$ cat src/hdl/glm_defines.svh
`ifndef GLM_DEFINES_SVH
`define GLM_DEFINES_SVH

// Width of one model line and of one host cache line
`define GLM_LINE_BITS 512

// Host line address and line count widths
`define GLM_ADDR_BITS 42
`define GLM_LEN_BITS 16

// On-chip model memory geometry
`define GLM_MODEL_DEPTH 64
`define GLM_MODEL_IDX_BITS 6

// FIFO size and the fill level where almost-full rises
`define GLM_FIFO_DEPTH 8
`define GLM_FIFO_AFULL 5

`endif

$ cat src/hdl/glm_pkg.sv
`default_nettype none

`include "glm_defines.svh"

package glm_pkg;

    typedef logic [`GLM_LINE_BITS-1:0] line_t;
    typedef logic [`GLM_ADDR_BITS-1:0] addr_t;
    typedef logic [`GLM_LEN_BITS-1:0] len_t;
    typedef logic [`GLM_MODEL_IDX_BITS-1:0] model_idx_t;

    // Bit 31 of offset picks in_addr when set, out_addr when clear
    typedef struct packed
    {
        addr_t in_addr;
        addr_t out_addr;
        logic [31:0] offset;
        len_t length;
        model_idx_t model_start;
    } store_cmd_t;

    typedef struct packed
    {
        addr_t addr;
        line_t data;
    } wr_req_t;

    // Run description handed from the controller to the reader
    typedef struct packed
    {
        model_idx_t model_start;
        len_t length;
    } run_cfg_t;

endpackage

`default_nettype wire

$ cat src/hdl/line_fifo.sv
`timescale 1ns/10ps
`default_nettype none

`include "glm_defines.svh"

module line_fifo
    import glm_pkg::*;
#(
    parameter type payload_t = line_t
)
(
    input  logic clk,
    input  logic reset,

    input  logic push,
    input  payload_t push_data,

    input  logic pop,
    output payload_t pop_data,

    output logic empty,
    output logic alm_full
);

    localparam int PTR_BITS = $clog2(`GLM_FIFO_DEPTH);

    payload_t mem [`GLM_FIFO_DEPTH];

    logic [PTR_BITS-1:0] wr_ptr;
    logic [PTR_BITS-1:0] rd_ptr;
    logic [PTR_BITS:0] count;

    logic do_push;
    logic do_pop;

    // A push into a full FIFO or a pop from an empty one is dropped
    assign do_push = push && (count != (PTR_BITS+1)'(`GLM_FIFO_DEPTH));
    assign do_pop = pop && !empty;

    assign empty = (count == '0);
    assign alm_full = (count >= (PTR_BITS+1)'(`GLM_FIFO_AFULL));

    // Head entry is visible one cycle after it was pushed
    assign pop_data = mem[rd_ptr];

    always_ff @(posedge clk)
    begin
        if (do_push)
        begin
            mem[wr_ptr] <= push_data;
        end
    end

    always_ff @(posedge clk)
    begin
        if (reset)
        begin
            wr_ptr <= '0;
            rd_ptr <= '0;
            count <= '0;
        end
        else
        begin
            if (do_push)
            begin
                wr_ptr <= wr_ptr + 1'b1;
            end
            if (do_pop)
            begin
                rd_ptr <= rd_ptr + 1'b1;
            end
            count <= count + do_push - do_pop;
        end
    end

endmodule

`default_nettype wire

$ cat config.mk
export PLATFORM = sky130hd
export DESIGN_NAME = line_fifo
export DESIGN_NICKNAME = d
export VERILOG_FILES = /design/src/hdl/glm_pkg.sv /design/src/hdl/line_fifo.sv
export VERILOG_INCLUDE_DIRS = /design/src /design/src/hdl
export SDC_FILE = /design/constraint.sdc
export NUM_CORES = 2
export LEC_CHECK = 0
export BUFFER_PORTS_ARGS = -buffer_cell sky130_fd_sc_hd__buf_2
export CORE_ASPECT_RATIO = 0.5
export CORE_MARGIN = 5
export CORE_UTILIZATION = 55
export DETAILED_ROUTE_END_ITERATION = 10
export GPL_TIMING_DRIVEN = 1
export HOLD_SLACK_MARGIN = 0.05
export PLACE_DENSITY_LB_ADDON = 0.15
export REMOVE_ABC_BUFFERS = 1
export SLEW_MARGIN = 10
export SYNTH_ARGS = -nofsm -noshare
export SYNTH_HDL_FRONTEND = slang
export SYNTH_SLANG_ARGS = --single-unit
$ cat constraint.sdc
create_clock -name clk -period 75.5 [get_ports clk]
set_input_delay 7.55 -clock clk [delete_from_list [all_inputs] [get_ports clk]]
set_output_delay 7.55 -clock clk [all_outputs]
set_load 0.1 [all_outputs]
---- Word-level counts from Yosys, hierarchy flattened ----
Memory sizes are Yosys's and may differ from the RTL's. A register that Yosys moved wholly into a read port is not among the register bits.
Index checks and enable logic that the tools add are counted.
operators by class
  add/subtract/negate cells ............... 4
  order comparisons ....................... 1
  eq/ne operators ......................... 1
  multiplexer cells ....................... 4
  reduce and logical (&&, ||, !) cells .... 4
operators by type and width
  kind                                                               number
  adder 3 x 1 -> 3 bit, second input constant                        2
  2-to-1 mux 3 bit                                                   2
  adder 4 x 1 -> 4 bit                                               1
  greater-or-equal comparator 4 x 3 -> 1 bit, second input constant  1
  logical NOT 4 bit                                                  1
  inequality test 4 bit, second input constant                       1
  subtractor 4 x 1 -> 4 bit                                          1
  logical AND 1 bit                                                  2
  2-to-1 mux 1 bit                                                   2
  logical NOT 1 bit                                                  1
storage, ports and cells
  register bits after elaboration ......... 10
  bits in writable memories ............... 4096
  input bits .............................. 516
  logic and storage cells ................. 18
  memories kept ........................... 1
memories
  name  depth  bits a word  rd ports  clocked after memory_dff  wr ports  line             RTL
  mem   8      512          1         1                         1         line_fifo.sv:27  payload_t mem [`GLM_FIFO_DEPTH];

---- Logic depth before layout (Yosys ltp) ----
  depth in word-level cells ............... 5
  depth in mapped cells ................... 9
  mapped depth without buffers ............ 9

---- Least setup slack after synthesis ----
No wires, ideal clock.
  path type ............................... input to register
  from .................................... input push
  to ...................................... memory mem[0][0] (netlist bit), enable pin
  library setup time ...................... 2.638 ns
  data arrival time ....................... 55.646 ns
  data required time ...................... 72.862 ns
  path slack .............................. 17.216 ns
  stages on the path ...................... 2
  cell sequence ........................... nand2_1 > nor4_1
on the way
  cells in the longest elaborated chain, start to end .. 3
RTL lines
  element                                 line             RTL
  start: declaration                      line_fifo.sv:15  input logic push,
  logical AND 1 bit                       line_fifo.sv:37  assign do_push = push && (count != (PTR_BITS+1)'(`GLM_FIFO_DEPTH));
  2-to-1 mux 1 bit                        line_fifo.sv:48  if (do_push)
  2-to-1 mux 1 bit (implied by the code)  line_fifo.sv:50  mem[wr_ptr] <= push_data;
  end: declaration                        line_fifo.sv:27
No other way between the ends.

==> qor.yml <==
sta:
  hold_viol: 0
  layout_worst_path_cycle_share: 0.205
  timing.fmax_mhz: 64.7
  hold_ws_ns: 0.526
  skew_ns: 0.0461
  tightest_slew_ns: 1.21
  timing.final.crit_period_ns: 15.46
  slew_headroom: 0.196
  rsz0062_at_grt: "no"
  slew_violations: 0
  final-setup-viol-count: 0
  finalSetupTns_ns: 0
final_layout:
  multiInputGateArea_um2: 29300
  seqCellArea_um2: 123000
  area_growth_pct: 13.5
  n_fill_cell: 18500
  finish.utilization: 0.627
  finalInstanceArea_um2: 175000
  final_cell_mix: "edfxtp_1, buf_2, mux4_2, mux2_2, clkbuf_16"
  mostFrequentLayoutCell: "edfxtp_1"
  drive_gt1_frac: 0.426
  nNetsFinal: 7743
setup_path:
  setup.worst_path.start_class: "flop"
  crit_type: "reg2out"
  crit_required_ns: 67.95
  end_kind: "output port"
  cp.arrival_ns: 7.91
  crit_fanout: 51
power:
  p_total_uw: 6210
  p_leak_uw: 0.0547
  power_frac_seq: 0.432
  clkPwrFrac: 0.286
  switchingPower_uw: 2170
  p_comb_frac: 0.282
  p_int_uw: 4040
  p_sw_frac: 0.350
  power_density_nw_per_um2: 35.5
  irDropWorstVdd_mv: 0.0295
global_routing:
  overflow: 0
  antenna_found_initial: 192
  grt_pass1_wl_um: 502000
  grt_pass1_vias: 70400
  grt_use_total: 0.239
  grt_max_degree: 156
cts:
  cts-resized-gates: 0
  cts_hold_buf: 0
  clkSlewWorstSetupHoldPaths_ns: 0.07
  cts_tree: "done"
  clk_root_buffer_cell: "clkbuf_16"
  cts_buffers: 354
  clkSinkCount: 4109
  insertion_delay_ns: 0.90
  h-tree-depth: 5
  post_cts_buffers: 0
  cts.path.max_buffers: 4
floorplan:
  rows: 137
  die_area_um2: 291000
  dieHeight_um: 384
  io_pins: 1030
  initial_core_util: 0.553
  core_um2: 279000
  die_w_um: 758
place:
  io_buffer_count: 1029
  placed_cell_area_um2: 164000
  place_congestion: 0.756
  dp.final_hpwl_um: 204000
route:
  antenna_left: 0
  vias: 68100
  vias_per_cell: 6.02
  routedWlPerCell_um: 30.9
  drc: 0
  drt_iter0_markers: 6222
  wirelength_um: 350000
  drt_pass1_iterations: 8
synthesis:
  ys_seq_area_frac: 0.800
  synth_area_per_cell_um2: 25.7
  ys_ff_latch: 4109
  ys_warn_count: 0
  synth_area_um2: 154000
  synth_cell_types: 28
  netlist_instances: 5998
job:
  maxCapViolCount: 0
outcome:
  status: "finished clean"
hold_path:
  hold_path_class: "reg2reg"
==> cells by family (layout without fill, tap and decap cells) <==
| kind of cell | Yosys count | count (layout) | share of synthesized area |
|---|---|---|---|
| DFF | 4109 | 4109 | 0.800 |
| other | 0 | 69 | 0 |
| buffers and inverters | 291 | 1784 | 0.00994 |
| muxes | 1540 | 1540 | 0.187 |
| adders and majority gates | 9 | 9 | 0.000780 |
| and+or+nand+nor | 35 | 35 | 0.00119 |
| AOI/OAI and AO/OA | 12 | 12 | 0.000463 |
| xor gates and xnor gates | 2 | 2 | 0.000114 |
==> critical path, stage by stage (launching register included) <==
cell	delay, ns
dfxtp_4	0.83
buf_4	0.69
buf_4	0.67
buf_4	0.82
buf_4	0.71
buf_4	0.81
buf_4	0.91
mux4_2	0.61
mux2_2	0.31
buf_2	0.31
==> cell type report <==
| cell class | instances | area share |
|---|---|---|
| Inverter | 5 | 0.000107 |
| Timing Repair Buffer | 1150 | 0.0360 |
| Sequential cell | 4109 | 0.705 |
| Tap cell | 3753 | 0.0269 |
| Clock buffer | 422 | 0.0528 |
| Antenna cell | 69 | 0.000987 |
| Clock inverter | 207 | 0.0107 |
| Multi-Input combinational cell | 1598 | 0.168 |
==> per-layer routing <==
| layer | routed length, µm | GRT usage | up-vias | part of all wire |
|---|---|---|---|---|
| met1 | 130000 | 0.306 | 36800 | 0.37 |
| met2 | 189000 | 0.426 | 2109 | 0.54 |
| met4 | 13400 | 0.0824 | 24 | 0.038 |
| met5 | 163 | 0 | - | 0.00047 |
| met3 | 16700 | 0.0330 | 750 | 0.048 |
| li1 | - | - | 28500 | - |
==> per-stage QoR <==
stage,setup slack (ns),instances
6_report,60.04,11300
5_1_grt,59.08,11300
4_1_cts,59.66,11200
3_5_place_dp,60.65,10600
3_3_place_gp,60.77,10600
2_1_floorplan,17.22,5712
==> synth_stat cells <==
cell type	number	area, µm²
mux2_2	513	5780
dfxtp_1	13	260
a311oi_1	1	8.76
nor3_1	4	20.0
fa_1	1	20.0
inv_1	5	18.8
and2_1	1	6.26
mux2i_1	3	30.0
a31o_2	2	17.5
ha_1	8	100
nor2b_1	3	18.8
nor3b_1	1	7.51
nor2_1	8	30.0
or3_1	2	12.5
buf_6	41	462
buf_1	3	11.3
a21oi_1	6	30.0
nand2b_1	7	43.8
edfxtp_1	4096	123000
mux4_2	1024	23100
nand3_1	2	10.0
xnor2_1	2	17.5
nor4_1	1	6.26
buf_2	105	526
clkbuf_1	137	514
o21ai_0	3	15.0
nand2_1	5	18.8
or3b_2	1	8.76
==> worst paths after layout <==
kind              startpoint       endpoint  slack (ns)  cells past startpoint
setup / recovery        flop  pop_data[128]       60.04                      9
hold / removal     rd_ptr[1]           flop        0.53                      2
setup reg to reg    count[2]     mem[5][94]       68.38                     11
hold reg to reg    rd_ptr[1]           flop        0.53                      2
==> sequential cells by signal, summed over array words and instances, names as in the netlist, named ones only <==
| name | flops |
|---|---|
| rd_ptr | 3 |
| wr_ptr | 3 |
| count | 4 |
| mem | 4096 |
==> power groups by stage <==
stage	Sequential [µW]	Clock [µW]	Combinational [µW]
after floorplan	2990	0	1820
after global placement	2720	0	1760
after detailed placement	2730	0	1770
after CTS	2680	1810	1780
after global routing	2690	1920	1800
final	2680	1780	1750
Power figures use the tool's default switching activity.
