$ cat config.mk
export PLATFORM = sky130hd
export DESIGN_NAME = store_controller
export DESIGN_NICKNAME = d
export VERILOG_FILES = /design/src/hdl/glm_pkg.sv /design/src/hdl/store_controller.sv
export VERILOG_INCLUDE_DIRS = /design/src /design/src/hdl
export SDC_FILE = /design/constraint.sdc
export NUM_CORES = 1
export LEC_CHECK = 0
export BUFFER_PORTS_ARGS = -buffer_cell sky130_fd_sc_hd__buf_2
export CORE_MARGIN = 8
export CORE_UTILIZATION = 46
export CTS_CLUSTER_SIZE = 8
export DETAILED_ROUTE_END_ITERATION = 7
export HOLD_SLACK_MARGIN = 0.05
export PLACE_DENSITY_LB_ADDON = 0.1
export SYNTH_ARGS = -nofsm -noshare
export SYNTH_HDL_FRONTEND = slang
export SYNTH_SLANG_ARGS = --single-unit
$ cat constraint.sdc
create_clock -name clk -period 4.1 [get_ports clk]
set_input_delay 0.41 -clock clk [delete_from_list [all_inputs] [get_ports clk]]
set_output_delay 0.41 -clock clk [all_outputs]
set_load 0.01 [all_outputs]
$ cat src/hdl/glm_defines.svh
`ifndef GLM_DEFINES_SVH
`define GLM_DEFINES_SVH

// Width of one model line and of one host cache line
`define GLM_LINE_BITS 512

// Host line address and line count widths
`define GLM_ADDR_BITS 42
`define GLM_LEN_BITS 16

// On-chip model memory geometry
`define GLM_MODEL_DEPTH 64
`define GLM_MODEL_IDX_BITS 6

// FIFO size and the fill level where almost-full rises
`define GLM_FIFO_DEPTH 8
`define GLM_FIFO_AFULL 5

`endif

$ cat src/hdl/glm_pkg.sv
`default_nettype none

`include "glm_defines.svh"

package glm_pkg;

    typedef logic [`GLM_LINE_BITS-1:0] line_t;
    typedef logic [`GLM_ADDR_BITS-1:0] addr_t;
    typedef logic [`GLM_LEN_BITS-1:0] len_t;
    typedef logic [`GLM_MODEL_IDX_BITS-1:0] model_idx_t;

    // Bit 31 of offset picks in_addr when set, out_addr when clear
    typedef struct packed
    {
        addr_t in_addr;
        addr_t out_addr;
        logic [31:0] offset;
        len_t length;
        model_idx_t model_start;
    } store_cmd_t;

    typedef struct packed
    {
        addr_t addr;
        line_t data;
    } wr_req_t;

    // Run description handed from the controller to the reader
    typedef struct packed
    {
        model_idx_t model_start;
        len_t length;
    } run_cfg_t;

endpackage

`default_nettype wire

$ cat src/hdl/store_controller.sv
`timescale 1ns/10ps
`default_nettype none

`include "glm_defines.svh"

module store_controller
    import glm_pkg::*;
(
    input  logic clk,
    input  logic reset,

    input  logic op_start,
    input  store_cmd_t cmd,

    // One pulse per acknowledged host write
    input  logic wr_ack,

    output logic run_go,
    output run_cfg_t run_cfg,
    output logic sender_go,
    output addr_t base_addr,
    output logic op_done
);

    typedef enum logic [1:0]
    {
        STATE_IDLE,
        STATE_RUN,
        STATE_DONE
    } state_t;

    state_t state;
    len_t ack_count;

    addr_t sel_base;
    addr_t offset_ext;

    // Offset bit 31 doubles as base select and as the sign of the offset
    assign sel_base = cmd.offset[31] ? cmd.in_addr : cmd.out_addr;
    assign offset_ext = {{(`GLM_ADDR_BITS-32){cmd.offset[31]}}, cmd.offset};

    always_ff @(posedge clk)
    begin
        if (reset)
        begin
            state <= STATE_IDLE;
            ack_count <= '0;
            run_go <= 1'b0;
            sender_go <= 1'b0;
            op_done <= 1'b0;
        end
        else
        begin
            run_go <= 1'b0;
            sender_go <= 1'b0;
            op_done <= 1'b0;

            case (state)
                STATE_IDLE:
                begin
                    if (op_start)
                    begin
                        ack_count <= '0;
                        if (cmd.length == '0)
                        begin
                            state <= STATE_DONE;
                        end
                        else
                        begin
                            state <= STATE_RUN;
                            run_go <= 1'b1;
                            sender_go <= 1'b1;
                        end
                    end
                end

                STATE_RUN:
                begin
                    // op_start is not looked at here, so a second command is dropped
                    if (wr_ack)
                    begin
                        ack_count <= ack_count + 1'b1;
                        if (ack_count == run_cfg.length - 1'b1)
                        begin
                            op_done <= 1'b1;
                            state <= STATE_IDLE;
                        end
                    end
                end

                STATE_DONE:
                begin
                    op_done <= 1'b1;
                    state <= STATE_IDLE;
                end

                default:
                begin
                    state <= STATE_IDLE;
                end
            endcase
        end
    end

    // Command fields are captured once per accepted command
    always_ff @(posedge clk)
    begin
        if ((state == STATE_IDLE) && op_start)
        begin
            run_cfg.model_start <= cmd.model_start;
            run_cfg.length <= cmd.length;
            base_addr <= sel_base + offset_ext;
        end
    end

endmodule

`default_nettype wire

Word level (Yosys, flattened, before mapping). Index checks and enable logic that the tools add are counted.

Flip-flop bits (word level): 84. Memories: 0. Word-level logic and storage cells: 38. Memory bits (read-only): 0. Latch bits: 0. Output and inout port bits: 67. RAM bits: 0. Input bits: 142.

Muxes and demuxes: 13. Shifts and indexed selects: 0. Div/mod/pow operators: 0. Bitwise operators: 2. $lt $le $gt $ge: 0. Multipliers: 0. $add $sub $neg: 3. Equality and inequality tests: 6. Reductions and logical operators: 7.

Operators by type and width (count): 42-bit adder (1); 42-bit two-way mux (1); 16-bit two-way mux (2); 16-bit one-hot mux with 2 select lines (1); 16-bit by 1-bit adder with 16-bit output (second input constant) (1); 16-bit equality test (1); 16-bit logical NOT (1); 16-bit by 1-bit subtractor with 16-bit output (second input constant) (1); 2-bit two-way mux (4); 2-bit inequality test (second input constant) (3); 3-bit AND reduction (2); 2-bit one-hot mux with 2 select lines (1); 1-bit two-way mux (3); 3-bit OR reduction (1); 2-bit by 1-bit equality test with 1-bit output (second input constant) (1); 2-bit equality test (second input constant) (1); 2-bit logical NOT (1); 1-bit inverter (2); 1-bit one-hot mux with 2 select lines (1); 2-bit nonzero test (1); 1-bit logical AND (1).

Depth between registers and ports, before layout.
Depth in word-level cells: 5. Mapped depth: 14. Depth with buffers taken out: 12.

Least setup slack after synthesis. No wires, ideal clock.

Kind: input -> register. Start point: input cmd[53] (netlist name). End point: register base_addr[34] (data pin). Setup time: 270 ps. Arrival time: 3703 ps. Stages: 14. Buffers on the path: 3. Data required time: 3830 ps. Setup slack: 127 ps. Cells stage by stage: clkbuf_1 clkbuf_1 mux2_2 ha_1 clkbuf_1 a21oi_1 o21ai_0 a41oi_1 o31ai_1 a31o_2 a31oi_1 or3_1 a311oi_1 xor2_1.

Word-level cells in the longest chain between the ends: 2.

RTL lines: start: declaration (line store_controller.sv:13) `input store_cmd_t cmd,`; 42-bit two-way mux (line store_controller.sv:39) `assign sel_base = cmd.offset[31] ? cmd.in_addr : cmd.out_addr;`; 42-bit adder (*) (line store_controller.sv:112) `base_addr <= sel_base + offset_ext;`; end signal: assignment (line store_controller.sv:112); end: declaration (line store_controller.sv:21) `output addr_t base_addr,`.

Mark *: on every way between the ends. The rest lies on a longest branch, timed or not. A chain may end at the register's enable or synchronous reset.

Final worst setup path.
Start point: input cmd[53] (netlist name). End point: register base_addr[38] (data pin).

The elaborated chain is that of the path after synthesis.

==> metrics list <==
- Fraction of the cycle the final worst path needs: 0.915
* Post-synthesis mux area share: 0.0836
- Post-synthesis simple-gate area fraction: 0.159
- Across the VDD grid, the largest voltage drop is 180 uV.
- Top-area cell type share of the netlist area: 0.320
- Final setup skew: 0.00486 ns
- The first detailed-routing pass ran for 4 iterations.
* Count of distinct cell types in the synthesized netlist: 56
* Initial Utilization: 0.475
* Post-synth net total: 794
- Of the total synthesized cell area, the portion taken by XOR and XNOR cells is 0.0976.
- Maximum achievable frequency: 266 MHz
* Data arrival time of the worst path: 3.81 ns
* Area after DPL: 0.00724 sq mm
* Post-Syn Area: 0.00601 sq mm
* Critical path capture point type: register
- Number of violations reported at the end of detailed-routing iteration 0: 305
- The path with the worst hold slack has its endpoint at run_cfg[21].
- TritonCTS built the clock tree.
- In this run, post-CTS hold repair placed 0 buffers.
- Setup repair after global routing left no endpoint under its margin.
* Drt wl/cell: 16.9 microns
- Final count of hold timing violations: 0
- The via count of the first global-routing pass was 5487.
* Number of nets in the layout: 999
- Sorting the synthesized cells by area gives the leading types as sky130_fd_sc_hd__edfxtp_1, sky130_fd_sc_hd__ha_1, sky130_fd_sc_hd__mux2_2.
* Antenna violations before repair: 2
* Sequential-to-total area share from yosys stat: 0.386
* Fraction of final layout cells sized beyond drive strength 1: 0.344
- The synthesized design contains 84 register bits.
* Row count: 41
- DRC: 0
- During synthesis, Yosys emitted a total of 0 warnings.
* Critical hold path startpoint: cmd[5]
* Port Buffers: 208
* Area leader, netlist: sky130_fd_sc_hd__edfxtp_1
- Reg clk slew, reported paths: 0.06 ns
- Entering global routing, the biggest net connects 53 pins.
- Worst slew margin: 0.227
- Of the total synthesized cell area, the portion taken by full adders, half adders and majority gates is 0.0990.
- STA puts the critical path data required time at 4.16 ns.
- The root buffer cell chosen for the clock tree is sky130_fd_sc_hd__clkbuf_16.
- Critical Setup Path Class: in2reg
- Measured along the x axis, the die boundary spans 130 microns.
- Main combinational cell family by area after synthesis: simple AND/OR/NAND/NOR gates
- The worst register-to-register path ends at state[1].
- Result of the run: finished, final reports clean
* Hold slack final: 0.246 ns
- Along the worst path, the maximum fanout reaches 11.
- Post-synth top flop: sky130_fd_sc_hd__edfxtp_1
- Clock latency of the later-clocked register in the worst-skew pair: 0.34 ns
- The clock period could shrink to 3.75 ns.
* Total negative setup slack: 0 ns
* Post-detailed-route via-to-cell ratio: 5.41
- Setup Fix Bufs, Post-CTS: 0
- Number of nets still failing antenna checks after routing: 0
- Pin placement for this block handled 209 I/O pins.
- The floorplan step defined a core boundary enclosing 0.0127 sq mm.
* Max Cap Violations: 0
- Average footprint of a synthesized cell: 9.94 sq um
- Most common cell after layout, fill and taps aside: sky130_fd_sc_hd__buf_2
* Clock net sink count: 84
- At the pin with the least slew margin, the transition time is 1.16 ns.
- Counting instances, the worst hold path has a depth of 1.
* Setup violations, final: 0
* Max Slew Vio Count: 0
- Post-CTS repair changed the size of 0 cells.
- Number of enable flip-flop cells after synthesis: 64
- In the layout the commonest cells are sky130_fd_sc_hd__buf_2, sky130_fd_sc_hd__edfxtp_1, sky130_fd_sc_hd__nor2_1, sky130_fd_sc_hd__a21oi_1, sky130_fd_sc_hd__ha_1.
- The H-tree generated during clock tree synthesis spans 3 levels.
- The tightest min-delay check is of the in2reg type.
* Hpwl dp: 13400 microns
- The die is 130 microns tall.
- Wire length reported by the detailed router: 16700 microns
- Counting the fill cells in the layout gives 1120.
* Fraction of registers with async set or reset after synthesis: 0
- Buffers inserted during clock tree synthesis total 9.
- Ratio of total power to cell area: 350 mW/mm^2
* Post-layout instance area: 0.00751 sq mm
- Compound-cell area share of the yosys netlist: 0.149
- Slack of the worst reg-to-reg path: 0.95 ns
- The worst register-to-register path begins at run_cfg[2].
- Buffer depth of the longest clock path: 2
- Counting every instance in the synthesized netlist gives 605.
- Global-route wire length before repair: 25900 microns
* Worst setup slack after layout: 0.346 ns
* Via count of the routed design: 5350
* Area growth syn-to-layout: 24.8%
- Summed over all layers, the global routing overflow is 0.
- Routability cong.: 0.892
* DP Worst Slack: 0.0767 ns
- In this run the static leakage power is 3.23 nW.
- Die outline area: 0.0170 sq mm
* Fin util: 0.592
* GRT Total Usage: 0.194
* Sort of element at the start of the critical path: input port
* Depth of the most critical reg-to-reg path: 9
[final cells by class]
type                       count  area (sq um)  share of cell area
clock inverter                 5          27.5             0.00367
antenna                        2          5.00            0.000667
multi-input combinational    485          3540               0.471
inverter                      14          52.6             0.00700
timing repair buffer         216          1110               0.148
sequential                    84          2320               0.309
clock buffer                  11           233              0.0310
tap                          172           215              0.0287
[worst max path at each step]
stage               endpoint     from  slack [ns]  cells past startpoint
3_5_place_dp   base_addr[38]  cmd[53]        0.08                     12
2_1_floorplan  base_addr[34]  cmd[53]        0.13                     14
3_3_place_gp   base_addr[38]  cmd[53]        0.13                     12
4_1_cts        base_addr[38]  cmd[53]        0.43                     12
5_1_grt        base_addr[34]  cmd[53]        0.07                     12
6_report       base_addr[38]  cmd[53]        0.35                     12
[synth_stat cells (3+ instances only)]
cell type,number
sky130_fd_sc_hd__ha_1,46
sky130_fd_sc_hd__o31a_1,3
sky130_fd_sc_hd__o21bai_1,5
sky130_fd_sc_hd__a311oi_1,3
sky130_fd_sc_hd__and3_1,9
sky130_fd_sc_hd__nand2_1,32
sky130_fd_sc_hd__a21oi_1,47
sky130_fd_sc_hd__a21o_1,18
sky130_fd_sc_hd__o21a_1,5
sky130_fd_sc_hd__nor4_1,9
sky130_fd_sc_hd__or3_1,4
sky130_fd_sc_hd__inv_1,14
sky130_fd_sc_hd__xor2_1,28
sky130_fd_sc_hd__nor2b_1,14
sky130_fd_sc_hd__nand4_1,15
sky130_fd_sc_hd__nor2_1,47
sky130_fd_sc_hd__nor3b_1,3
sky130_fd_sc_hd__nand3_1,19
sky130_fd_sc_hd__edfxtp_1,64
sky130_fd_sc_hd__clkbuf_1,19
sky130_fd_sc_hd__a31oi_1,6
sky130_fd_sc_hd__a211oi_1,6
sky130_fd_sc_hd__dfxtp_1,20
sky130_fd_sc_hd__mux2_2,42
sky130_fd_sc_hd__nand2b_1,8
sky130_fd_sc_hd__o21ai_0,27
sky130_fd_sc_hd__xnor2_1,39
sky130_fd_sc_hd__o31ai_1,5
sky130_fd_sc_hd__nor3_1,11
sky130_fd_sc_hd__mux2i_1,3
[per-stage QoR]
stage	power (mW)	cells
final	2.63	989
after global routing	2.76	989
after CTS	2.65	987
after detailed placement	1.90	971
after global placement	1.89	971
after floorplan	1.62	605
[logic make-up after synthesis]
logic type | after synthesis
AND/OR/NAND/NOR | 185
AO/OA/AOI/OAI | 141
flip-flops | 84
XOR/XNOR | 67
adder cells (fa/ha/maj) | 47
multiplexers | 45
buffers and inverters | 36
[flip-flops by register name, indices dropped and copies added, names as in the netlist]
| name | cells |
|---|---|
| ack_count | 16 |
| base_addr | 42 |
| state | 2 |
| run_cfg | 22 |
| sender_go | 1 |
| op_done | 1 |
[worst max-delay path, cell delays in order]
cell	delay [ns]
sky130_fd_sc_hd__buf_2	0.26
sky130_fd_sc_hd__mux2_2	0.37
sky130_fd_sc_hd__ha_1	0.22
sky130_fd_sc_hd__fa_1	0.43
sky130_fd_sc_hd__a211oi_1	0.23
sky130_fd_sc_hd__nor2_1	0.11
sky130_fd_sc_hd__a41oi_1	0.40
sky130_fd_sc_hd__o31ai_1	0.22
sky130_fd_sc_hd__a31o_2	0.33
sky130_fd_sc_hd__a31oi_1	0.33
sky130_fd_sc_hd__o41a_1	0.34
sky130_fd_sc_hd__o311ai_0	0.14
[metal layers]
| metal | part of all wire | track usage |
|---|---|---|
| met1 | 0.41 | 0.214 |
| met2 | 0.51 | 0.353 |
| met3 | 0.058 | 0.0445 |
| met4 | 0.024 | 0.0783 |
| met5 | 0 | 0 |
[power breakdown]
| part | switching [mW] | internal [mW] |
|---|---|---|
| Combinational | 0.434 | 0.359 |
| Clock | 0.334 | 0.408 |
| Sequential | 0.0435 | 1.05 |
| Total | 0.812 | 1.81 |
No activity file was read; power rests on OpenSTA's default activity.
