**config.mk**
```make
export PLATFORM = sky130hd
export DESIGN_NAME = bram_line_reader
export DESIGN_NICKNAME = d
export VERILOG_FILES = /design/src/hdl/glm_pkg.sv /design/src/hdl/bram_line_reader.sv
export VERILOG_INCLUDE_DIRS = /design/src /design/src/hdl
export SDC_FILE = /design/constraint.sdc
export NUM_CORES = 1
export LEC_CHECK = 0
export ABC_AREA = 1
export BUFFER_PORTS_ARGS = -buffer_cell sky130_fd_sc_hd__buf_4
export CORE_ASPECT_RATIO = 0.6
export CORE_MARGIN = 4
export CORE_UTILIZATION = 56
export CTS_BUF_LIST = sky130_fd_sc_hd__clkbuf_4
export CTS_CLUSTER_DIAMETER = 60
export DETAILED_ROUTE_END_ITERATION = 10
export GPL_TIMING_DRIVEN = 0
export PLACE_DENSITY = 0.88
export SYNTH_ARGS = -nofsm -noshare
export SYNTH_HDL_FRONTEND = slang
export SYNTH_SLANG_ARGS = --single-unit
```
**constraint.sdc**
```tcl
create_clock -name clk -period 2.1 [get_ports clk]
set_input_delay 0.42 -clock clk [delete_from_list [all_inputs] [get_ports clk]]
set_output_delay 0.42 -clock clk [all_outputs]
set_load 0.01 [all_outputs]
```
**src/hdl/glm_defines.svh**
```systemverilog
`ifndef GLM_DEFINES_SVH
`define GLM_DEFINES_SVH

// Width of one model line and of one host cache line
`define GLM_LINE_BITS 512

// Host line address and line count widths
`define GLM_ADDR_BITS 42
`define GLM_LEN_BITS 16

// On-chip model memory geometry
`define GLM_MODEL_DEPTH 64
`define GLM_MODEL_IDX_BITS 6

// FIFO size and the fill level where almost-full rises
`define GLM_FIFO_DEPTH 8
`define GLM_FIFO_AFULL 5

`endif

```
**src/hdl/glm_pkg.sv**
```systemverilog
`default_nettype none

`include "glm_defines.svh"

package glm_pkg;

    typedef logic [`GLM_LINE_BITS-1:0] line_t;
    typedef logic [`GLM_ADDR_BITS-1:0] addr_t;
    typedef logic [`GLM_LEN_BITS-1:0] len_t;
    typedef logic [`GLM_MODEL_IDX_BITS-1:0] model_idx_t;

    // Bit 31 of offset picks in_addr when set, out_addr when clear
    typedef struct packed
    {
        addr_t in_addr;
        addr_t out_addr;
        logic [31:0] offset;
        len_t length;
        model_idx_t model_start;
    } store_cmd_t;

    typedef struct packed
    {
        addr_t addr;
        line_t data;
    } wr_req_t;

    // Run description handed from the controller to the reader
    typedef struct packed
    {
        model_idx_t model_start;
        len_t length;
    } run_cfg_t;

endpackage

`default_nettype wire

```
**src/hdl/bram_line_reader.sv**
```systemverilog
`timescale 1ns/10ps
`default_nettype none

`include "glm_defines.svh"

module bram_line_reader
    import glm_pkg::*;
(
    input  logic clk,
    input  logic reset,

    input  logic run_go,
    input  run_cfg_t run_cfg,

    // Almost-full of the line FIFO
    input  logic stall,

    output logic rd_en,
    output model_idx_t rd_idx,
    output logic rd_valid
);

    model_idx_t next_idx;
    len_t remaining;

    // One read per cycle while lines remain and the FIFO has room
    assign rd_en = (remaining != '0) && !stall;
    assign rd_idx = next_idx;

    always_ff @(posedge clk)
    begin
        if (reset)
        begin
            remaining <= '0;
            rd_valid <= 1'b0;
        end
        else
        begin
            // Data leaves the memory one cycle after the read
            rd_valid <= rd_en;

            if (run_go)
            begin
                remaining <= run_cfg.length;
            end
            else if (rd_en)
            begin
                remaining <= remaining - `GLM_LEN_BITS'(1);
            end
        end
    end

    // The index wraps around the model memory
    always_ff @(posedge clk)
    begin
        if (run_go)
        begin
            next_idx <= run_cfg.model_start;
        end
        else if (rd_en)
        begin
            next_idx <= next_idx + 1'b1;
        end
    end

endmodule

`default_nettype wire

```
---- After elaboration in Yosys (flattened, before gate mapping) ----
Cells that the tools add are included.
cells by class
  add/subtract/negate cells ............... 2
  mux-type cells .......................... 4
  reduce and logical (&&, ||, !) cells .... 4
operators by type and width
  operator                                                              count
  16-bit 2-to-1 mux                                                     2
  16-bit nonzero test                                                   1
  16-bit by 1-bit subtractor with 16-bit output, second input constant  1
  6-bit 2-to-1 mux                                                      2
  6-bit by 1-bit adder with 6-bit output, second input constant         1
  2-bit nonzero test                                                    1
  1-bit logical AND                                                     1
  1-bit logical NOT                                                     1
storage, ports and cells
  output and inout bits ................... 8
  input port bits ......................... 26
  bits in registers ....................... 23

---- Longest topological paths before layout ----
Gate-level depths: netlist of run 1.
  depth after elaboration ................. 4
  gate-level depth with buffers ........... 11
  depth with buffers taken out ............ 11

---- Worst setup path after synthesis of run 1 ----
Ideal clock, no wire load.
  path kind ............................... register to output
  start point ............................. register remaining[0]
  end point ............................... output port rd_en
  cell stages (with the launch flop) ...... 9
  arrival time ............................ 1.205 ns
  slack ................................... 0.475 ns
  data required time ...................... 1.680 ns
  path through ............................ dfxtp_1 -> inv_1 -> ha_1 -> nand2_2 -> nor2_4 -> nand2_4 -> nand2_8 -> buf_6 -> inv_1
on the way
  longest elaborated chain between the ends .. 2
RTL lines
  item                      line                    text
  start: declaration        bram_line_reader.sv:24  len_t remaining;
  start signal: assignment  bram_line_reader.sv:44  remaining <= run_cfg.length;
  start signal: assignment  bram_line_reader.sv:48  remaining <= remaining - `GLM_LEN_BITS'(1);
  16-bit nonzero test       bram_line_reader.sv:27  assign rd_en = (remaining != '0) && !stall;
  1-bit logical AND         bram_line_reader.sv:27
  end: declaration          bram_line_reader.sv:18  output logic rd_en,
No other way between the ends.

---- Worst setup path after layout of run 1 ----
Ends and elaborated chain as after synthesis.

==> results of run 1 <==
-- power by group through the flow --
stage | clock, µW | sequential (µW) | combinational, µW
floorplan | 0 | 556 | 276
global route | 254 | 556 | 470
global placement | 0 | 556 | 396
detailed placement | 0 | 558 | 403
finish | 230 | 550 | 416
CTS | 233 | 548 | 409
-- metrics by stage --
step	util, %	cells	area (µm²)	hold WS (ps)
after global routing	72.80	309	1862	238.4
final	72.80	309	1862	250.1
after global placement	71.43	305	1827	516.3
after CTS	72.50	308	1854	244.5
after floorplan	-	240	1539	489.1
after detailed placement	71.43	305	1827	531.1
-- synth_stat cells --
| library cell | instances |
|---|---|
| nand2_4 | 1 |
| dfxtp_1 | 17 |
| buf_6 | 2 |
| buf_2 | 2 |
| nand2_1 | 74 |
| nand3_1 | 24 |
| xnor2_1 | 3 |
| edfxtp_1 | 6 |
| nand3b_1 | 2 |
| ha_1 | 2 |
| nor2_4 | 1 |
| nor2_2 | 4 |
| a21oi_1 | 12 |
| a22o_1 | 1 |
| xor2_1 | 4 |
| or2_2 | 1 |
| o21bai_1 | 1 |
| nor2_1 | 41 |
| clkbuf_1 | 4 |
| o21ai_0 | 11 |
| o21ai_1 | 1 |
| nand4_1 | 1 |
| nand3_2 | 1 |
| inv_1 | 21 |
| nand2_8 | 1 |
| nand2_2 | 2 |
-- state kept, by name (all words and copies together), names as in the netlist --
register / count
rd_idx: 6
rd_valid: 1
remaining: 16
-- logic make-up (layout without fill, tap and decap cells) --
family | count (synthesis) | count (layout)
adder cells (fa/ha/maj) | 2 | 2
AND/OR/NAND/NOR | 153 | 153
buffers and inverters | 29 | 66
XOR/XNOR | 7 | 7
flip-flops | 23 | 23
AO/OA/AOI/OAI | 26 | 26
-- worst register-to-register path, delay by kind of cell (launching register included) --
family | cells | cell delay [ps]
buffers and inverters | 3 | 460
adder cells (fa/ha/maj) | 1 | 220
flip-flops | 1 | 370
AND/OR/NAND/NOR | 5 | 470
AO/OA/AOI/OAI | 2 | 170
-- worst paths after layout --
check                            start                          to  slack, ps
max          remaining[0]$_SDFFE_PP0P_                       rd_en        150
min                              reset   remaining[0]$_SDFFE_PP0P_        250
max reg2reg  remaining[0]$_SDFFE_PP0P_  remaining[12]$_SDFFE_PP0P_        320
min reg2reg  remaining[0]$_SDFFE_PP0P_   remaining[0]$_SDFFE_PP0P_        540
-- final cells by class --
type                    instances  area [µm²]
well taps                      32       40.04
plain buffers                   7       36.28
inverters                      21       78.83
clock buffers                   4       30.03
flip-flops and latches         23       521.8
fillers                       216       695.7
repair buffers                 34       255.2
multi-input cells             188       899.6
-- routing by layer --
| metal | part of all wire (%) | track usage, % | up-vias |
|---|---|---|---|
| met2 | 42 | 31.23 | 56 |
| met5 | 0 | 0 | - |
| met4 | 0.57 | 4.070 | 0 |
| met3 | 8.6 | 7.851 | 4 |
| met1 | 49 | 33.50 | 721 |
| li1 | - | - | 834 |
-- timing repair --
| item | CTS | global route |
|---|---|---|
| setup buffers | 0 | 1 |
| setup endpoints to repair | 1 | 1 |
| resized for setup | 3 | 0 |
==> results.yml, run 1 <==
outcome:
  status: "finished clean"
sta:
  clock-skew-final_ps: 1.447
  hold_violations: 0
  maxSlewViolCount: 0
  setup_tns_ps: 0
  relSlewSlack_pct: 63.08
  setup_viol: 0
  rsz0062_at_grt: "false"
  min_period_ps: 1954
  max_freq_mhz: 511.9
  finalCritPeriodShare_pct: 93.03
  setup_slack_ps: 146.5
  worstMarginPinSlew_ps: 553.8
yosys:
  synthXorXnorAreaFrac_pct: 3.984
  ys_seq_area_share_pct: 33.82
  yosysWarnings: 0
  synth_mux_area_share_pct: 0
  synth_compound_area_share_pct: 8.862
  ys_ff_latch: 23
  yosys.area.top_type: "dfxtp_1"
  netlist.area_leader.share_pct: 22.11
  synthesis.area_um2: 1539
  ys_types: 26
  synthTopCellsByArea: "dfxtp_1, nand2_1, edfxtp_1"
  postSynthCellCount: 240
  synth_nets: 268
  synth_top_family_by_area: "simple AND/OR/NAND/NOR gates"
  yosys.area_share.simple_pct: 43.50
  synth-adder-area-share_pct: 1.626
  syn_avg_cell_area_um2: 6.412
worst_hold_path:
  hold_depth: 2
  min_path_type: "in2reg"
drt:
  vias: 1615
  drt_first_pass_iters: 4
  wl_per_cell_um: 12.50
  ant_nets: 0
  first_iter_violations: 125
  route.detailed.drc: 0
  post_drt_via_cell_ratio: 5.227
  finalWirelength_um: 3862
cts:
  clk_path_buf_depth: 2
  clkTransAtPathRegs_ps: 130
  numClockSinks: 23
  cts-root-buf: "clkbuf_4"
  cts_made_buffers: 3
  cts_hold_buf: 0
  cts_tree: "yes"
  clock_latency_ps: 320
  cts_max_level: 1
finish:
  layout.nets: 306
  drive_gt1_share_pct: 19.49
  final_cell_mix: "nand2_1, nor2_1, buf_4, nand3_1, inv_1"
  syn2layout_area_growth_pct: 20.98
  num_antenna_cells: 0
  final_common_cell: "nand2_1"
grt:
  grt_pass1_wl_um: 6479
  grt_max_degree: 18
  grt_pass1_vias: 1417
  globalRoute.totalOverflow: 0
  track_usage_pct: 22.49
  antenna_found_initial: 0
die:
  die_y_um: 48.61
  ioPinCount: 34
  dieArea_um2: 3678
  fp.dieW_um: 75.68
  rows: 14
  start_util_pct: 60.18
  coreArea_um2: 2557
power:
  power.density_nw_per_um2: 642.1
  p_seq_share_pct: 46.0
  switchingPower_uw: 431.8
  ir_drop_mv: 0.4159
  p_total_uw: 1195
  p_comb_share_pct: 34.8
  power_switching_share_pct: 36.12
  p_int_uw: 763.7
  leakagePower_uw: 0.0009209
  p_clk_share_pct: 19.2
worst_setup_path:
  crit_path_start_kind: "register"
  cp_num_cells: 8
  rr_worst_depth: 11
  path_class: "reg2out"
  critPathBufInv: 3
  cp_max_fo: 6
  crit_chain: "inv_1, ha_2, nand2_4, nor2_4, nand2_4, nand2_8, inv_1, buf_4"
  cp.arrival_ps: 1530
  cp_slowest_cell: "dfxtp_2"
  critPathRequiredTime_ps: 1680
  cp_slowest_stage_delay_ps: 370
  cp-end-kind: "output port"
  critPathTopFamily: "flip-flops"
placement:
  post-place-ws_ps: 249.6
  routabilityCongestion: 0.9525
  portBuffers: 33
  hpwl_um: 2913
job:
  drv_cap: 0
Note: power is estimated with default switching activity, not from simulation.
==> inputs of run 2 (changes only) <==
--- a/config.mk
+++ b/config.mk
@@ -16,6 +16,7 @@
 export DETAILED_ROUTE_END_ITERATION = 10
 export GPL_TIMING_DRIVEN = 0
 export PLACE_DENSITY = 0.88
+export REMOVE_ABC_BUFFERS = 1
 export SYNTH_ARGS = -nofsm -noshare
 export SYNTH_HDL_FRONTEND = slang
 export SYNTH_SLANG_ARGS = --single-unit
==> run 2 against run 1 <==
  * Sequential power about the same
  * Clock skew rose by 0.71 ps
  * Sequential cell count unchanged
  * Global-route usage fell by 1.8 points
  * Setup slack got worse by 18 ps
  * Wire length fell by 7.6%
  * Total power down 0.52%
  * Final cell count fell by 0.97%
  * Worst hold slack better by 110 ps
  * Non-clock buffer count fell by 3
  * Critical path depth did not move
  * Critical path type unchanged
  * Largest cell class unchanged
==> results.yml, run 2 (synthesized netlist as in run 1, its figures left out) <==
placement:
  routabilityCongestion: 0.8828
  portBuffers: 33
  hpwl_um: 2577
worst_setup_path:
  crit_path_start_kind: "register"
  cp_slowest_stage_delay_ps: 380
  cp_max_fo: 11
  reg2reg_from: "remaining[0]$_SDFFE_PP0P_"
  cp_slowest_cell: "dfxtp_4"
  path_class: "reg2out"
  cp.arrival_ps: 1550
  cp-end-kind: "output port"
  critPathRequiredTime_ps: 1680
  r2r_end: "remaining[1]$_SDFFE_PP0P_"
  crit_chain: "inv_1, ha_4, nand2_4, nor2_4, nand2_4, nand2_8, inv_1, buf_4"
  r2r_slack_ps: 230
  rr_worst_depth: 10
drt:
  vias: 1588
  finalWirelength_um: 3568
  drt_first_pass_iters: 4
  wl_per_cell_um: 11.66
  ant_nets: 0
  route.detailed.drc: 0
  post_drt_via_cell_ratio: 5.190
  first_iter_violations: 96
cts:
  cts_hold_buf: 0
  clkTransAtPathRegs_ps: 130
  cts_max_level: 1
  numClockSinks: 23
  cts_tree: "yes"
  cts_made_buffers: 3
  clk_path_buf_depth: 2
  cts-root-buf: "clkbuf_4"
  clock_latency_ps: 320
finish:
  largest-register: "remaining"
  seqCellArea_um2: 524.3
  drive_gt1_share_pct: 20.07
  layout.nets: 303
  num_antenna_cells: 0
  fill_cells: 218
  final_cell_mix: "nand2_1, nor2_1, buf_4, nand3_1, inv_1"
  final_common_cell: "nand2_1"
  largest_reg_flops: 16
  syn2layout_area_growth_pct: 21.38
  multi_input_area_um2: 909.6
die:
  rows: 14
  die_y_um: 48.61
  start_util_pct: 60.18
  coreArea_um2: 2557
  ioPinCount: 34
  fp.dieW_um: 75.68
  dieArea_um2: 3678
power:
  power.density_nw_per_um2: 636.6
  p_comb_share_pct: 34.7
  leakagePower_uw: 0.0009238
  p_seq_share_pct: 46.2
  p_int_uw: 768.3
  p_clk_share_pct: 19.1
  switchingPower_uw: 420.9
  ir_drop_mv: 0.4526
  power_switching_share_pct: 35.40
worst_hold_path:
  min_path_type: "in2reg"
  worstHoldStart: "reset"
  whs_endpoint: "remaining[0]$_SDFFE_PP0P_"
  hold_depth: 2
grt:
  globalRoute.totalOverflow: 0
  track_usage_pct: 20.65
  grt_max_degree: 31
  grt_pass1_wl_um: 5968
  grt_pass1_vias: 1380
  antenna_found_initial: 0
job:
  drv_cap: 0
sta:
  maxSlewViolCount: 0
  max_freq_mhz: 507.2
  timing.hold.ws_ps: 357.3
  rsz0062_at_grt: "false"
  finalCritPeriodShare_pct: 93.89
  setup_viol: 0
  hold_violations: 0
  min_period_ps: 1972
  clock-skew-final_ps: 2.159
  setup_tns_ps: 0
  relSlewSlack_pct: 51.27
  worstMarginPinSlew_ps: 730.2
outcome:
  status: "finished clean"
[run 2: cell types whose count changed in the layout (fill, tap and decap cells not counted), sizes merged]
cell | previous run | this run
buf | 37 | 38
clkbuf | 8 | 4
[run 2: layout make-up]
cell class                 count  share of cell area [%]
tap                           32                   2.143
sequential                    23                   28.06
inverter                      21                   4.220
multi-input combinational    188                   48.69
timing repair buffer          38                   15.27
clock buffer                   4                   1.608
[run 2: metrics by stage]
| stage | std cells | setup slack (ps) | utilization [%] | power (µW) | area [µm²] |
|---|---|---|---|---|---|
| 2_1_floorplan | 232 | 556.0 | - | 816.0 | 1491 |
| 3_3_place_gp | 297 | 85.89 | 69.57 | 936.5 | 1779 |
| 3_5_place_dp | 297 | 35.40 | 69.57 | 946.6 | 1779 |
| 4_1_cts | 301 | 16.94 | 70.79 | 1172 | 1810 |
| 5_1_grt | 306 | 15.54 | 73.04 | 1282 | 1868 |
| 6_report | 306 | 128.4 | 73.04 | 1189 | 1868 |
[run 2: worst max path at each step]
stage	startpoint	cells past startpoint	slack, ps	endpoint
detailed placement	run_go	5	40	remaining[1]$_SDFFE_PP0P_
global placement	run_go	5	90	remaining[6]$_SDFFE_PP0P_
finish	remaining[0]$_SDFFE_PP0P_	8	130	rd_en
CTS	remaining[0]$_SDFFE_PP0P_	8	20	rd_en
global route	remaining[0]$_SDFFE_PP0P_	8	20	rd_en
floorplan	remaining[0]$_SDFFE_PP0P_	7	560	rd_idx[0]$_DFFE_PP_
[run 2: worst max-delay path: cells and delay by family (launching register included)]
kind	cells	cell delay, ps
adders and majority gates	1	160
buffers and inverters	3	280
DFF	1	380
and+or+nand+nor	4	420
[run 2: power groups by stage]
stage	sequential [µW]	combinational, µW	clock, µW
6_report	549	413	227
3_3_place_gp	556	380	0
3_5_place_dp	558	388	0
2_1_floorplan	556	260	0
4_1_cts	549	392	231
5_1_grt	557	472	253
[run 2: timing repair]
item	4_1_cts	5_1_grt
setup endpoints to repair	1	1
resized for setup	1	4
cloned	0	0
buffers inserted	0	5
pin swaps	0	1
[run 2: layer usage]
metal | vias to the layer above | GRT usage [%] | part of all wire, %
met1 | 684 | 30.10 | 48
met2 | 68 | 29.23 | 41
met5 | - | 0 | 0
met4 | 0 | 4.360 | 0.70
li1 | 832 | - | -
met3 | 4 | 7.025 | 11
==> inputs of run 3 (changes only) <==
--- a/config.mk
+++ b/config.mk
@@ -6,7 +6,6 @@
 export SDC_FILE = /design/constraint.sdc
 export NUM_CORES = 1
 export LEC_CHECK = 0
-export ABC_AREA = 1
 export BUFFER_PORTS_ARGS = -buffer_cell sky130_fd_sc_hd__buf_4
 export CORE_ASPECT_RATIO = 0.6
 export CORE_MARGIN = 4
==> run 3 against run 2 <==
  * The flow now finishes with violations (setup timing)
  * Wire length up 20%
  * Maximum frequency down 6.6%
  * Combinational power down 11%
  * Critical endpoint unchanged
  * Largest power group unchanged
==> results.yml, run 3 <==
outcome:
  status: "finished, violations left"
  violations: "setup timing"
placement:
  post-place-cells: 226
  portBuffers: 33
  hpwl_um: 2756
  routabilityCongestion: 0.8169
worst_setup_path:
  critPathRequiredTime_ps: 1680
  path_class: "reg2out"
  rr_worst_depth: 6
  cp.arrival_ps: 1690
  cp_max_fo: 4
  crit_path_start_kind: "register"
  cp-end-kind: "output port"
finish:
  largest-register: "remaining"
  num_antenna_cells: 0
  final_common_cell: "buf_4"
  largest_reg_flops: 16
  fin_cells: 240
  final_cell_mix: "buf_4, nor2_1, inv_1, o21ai_0, dfxtp_1"
  layout.nets: 237
  syn2layout_area_growth_pct: 24.21
  drive_gt1_share_pct: 37.50
die:
  ioPinCount: 34
  die_y_um: 48.56
  fp.dieW_um: 75.60
  rows: 14
  start_util_pct: 60.03
  dieArea_um2: 3671
  coreArea_um2: 2557
sta:
  maxSlewViolCount: 0
  worstMarginPinSlew_ps: 777.7
  min_period_ps: 2110
  timing.hold.ws_ps: 352.0
  clock-skew-final_ps: 5.656
  rsz0062_at_grt: "true"
  setup_viol: 1
  hold_violations: 0
  finalCritPeriodShare_pct: 100.5
  max_freq_mhz: 473.8
  relSlewSlack_pct: 48.10
  setup_slack_ps: -10.44
cts:
  clk_path_buf_depth: 2
  cts_hold_buf: 0
  cts_max_level: 1
  clkTransAtPathRegs_ps: 140
  clock_latency_ps: 320
  cts_tree: "yes"
  cts_made_buffers: 3
  cts-root-buf: "clkbuf_4"
  numClockSinks: 23
yosys:
  netlist.area_leader.share_pct: 22.17
  ys_seq_area_share_pct: 33.90
  syn_avg_cell_area_um2: 8.723
  async_flop_share_pct: 0
  synthTopCellsByArea: "dfxtp_1, edfxtp_1, nor2_1"
  synthesis.area_um2: 1535
  postSynthCellCount: 176
  yosys_most_used_dff: "dfxtp_1"
  synth_edf_count: 6
  yosys.area.top_type: "dfxtp_1"
  yosysWarnings: 0
  synth_common_cells: "dfxtp_1, nor2_1, inv_1, o21ai_0, nand2_1"
  ys_ff_latch: 23
  ys_types: 58
worst_hold_path:
  min_path_type: "in2reg"
  hold_depth: 3
drt:
  route.detailed.drc: 0
  vias: 1577
  first_iter_violations: 142
  finalWirelength_um: 4295
  post_drt_via_cell_ratio: 6.571
  ant_nets: 0
  wl_per_cell_um: 17.90
  drt_first_pass_iters: 4
power:
  power.density_nw_per_um2: 604.1
  ir_drop_mv: 0.3823
  leakagePower_uw: 0.0007255
  p_total_uw: 1152
grt:
  grt_max_degree: 32
  globalRoute.totalOverflow: 0
  grt_pass1_vias: 1493
  grt_pass1_wl_um: 6693
  antenna_found_initial: 0
  track_usage_pct: 22.76
job:
  drv_cap: 0
## run 3: repair_timing
action                                  4_1_cts  5_1_grt
buffers inserted                              6        4
endpoints found under the setup margin       10       12
pin swaps                                     3        2
gates resized for setup                      11       12
## run 3: logic make-up (layout without fill, tap and decap cells)
kind of cell / after synthesis / count (layout) / synth area share [%]
adder cells (fa/ha/maj): 2 / 2 / 1.630
flip-flops: 23 / 23 / 33.90
AO/OA/AOI/OAI: 51 / 51 / 25.02
buffers and inverters: 26 / 58 / 9.453
XOR/XNOR: 4 / 4 / 2.282
AND/OR/NAND/NOR: 68 / 68 / 26.32
multiplexers: 2 / 2 / 1.385
## run 3: where the power goes
group	internal, µW	switching (µW)
Clock	87.3	145
Combinational	173	194
Sequential	503	49.9
Total	763	389
## run 3: cell type report
cell class	instances	area [µm²]
clock buffer	4	30.03
fill	188	650.6
inverter	11	41.29
multi-input combinational	127	938.4
sequential	23	534.3
tap	32	40.04
timing repair buffer	43	322.8
## run 3: per-layer routing
metal  global-route usage [%]  share of wire (%)
met1                    30.81                 42
met2                    34.53                 47
met3                    6.405                8.6
met4                    7.558                2.9
met5                        0                  0
## run 3: worst paths after layout
check	endpoint	startpoint	slack [ps]
setup / recovery	rd_en	remaining[8]$_SDFFE_PP0P_	-10
hold / removal	remaining[7]$_SDFFE_PP0P_	run_cfg[7]	350
setup reg to reg	remaining[1]$_SDFFE_PP0P_	remaining[0]$_SDFFE_PP0P_	50
hold reg to reg	remaining[6]$_SDFFE_PP0P_	remaining[6]$_SDFFE_PP0P_	540
## run 3: worst max-delay path, cell delays in order, from the launching register on
cell	delay, ps
dfxtp_4	380
or4_4	530
nor3_4	210
a21oi_2	90
buf_4	150
## run 3: per-stage QoR
stage | util, % | setup TNS, ps | setup slack [ps] | instance area [µm²]
6_report | 74.56 | -10.44 | -10.44 | 1907
5_1_grt | 74.56 | -83.71 | -67.88 | 1907
4_1_cts | 71.33 | 0 | 0.6495 | 1824
3_5_place_dp | 67.22 | -189.5 | -67.64 | 1719
3_3_place_gp | 67.22 | 0 | 27.14 | 1719
2_1_floorplan | - | 0 | 170.3 | 1431
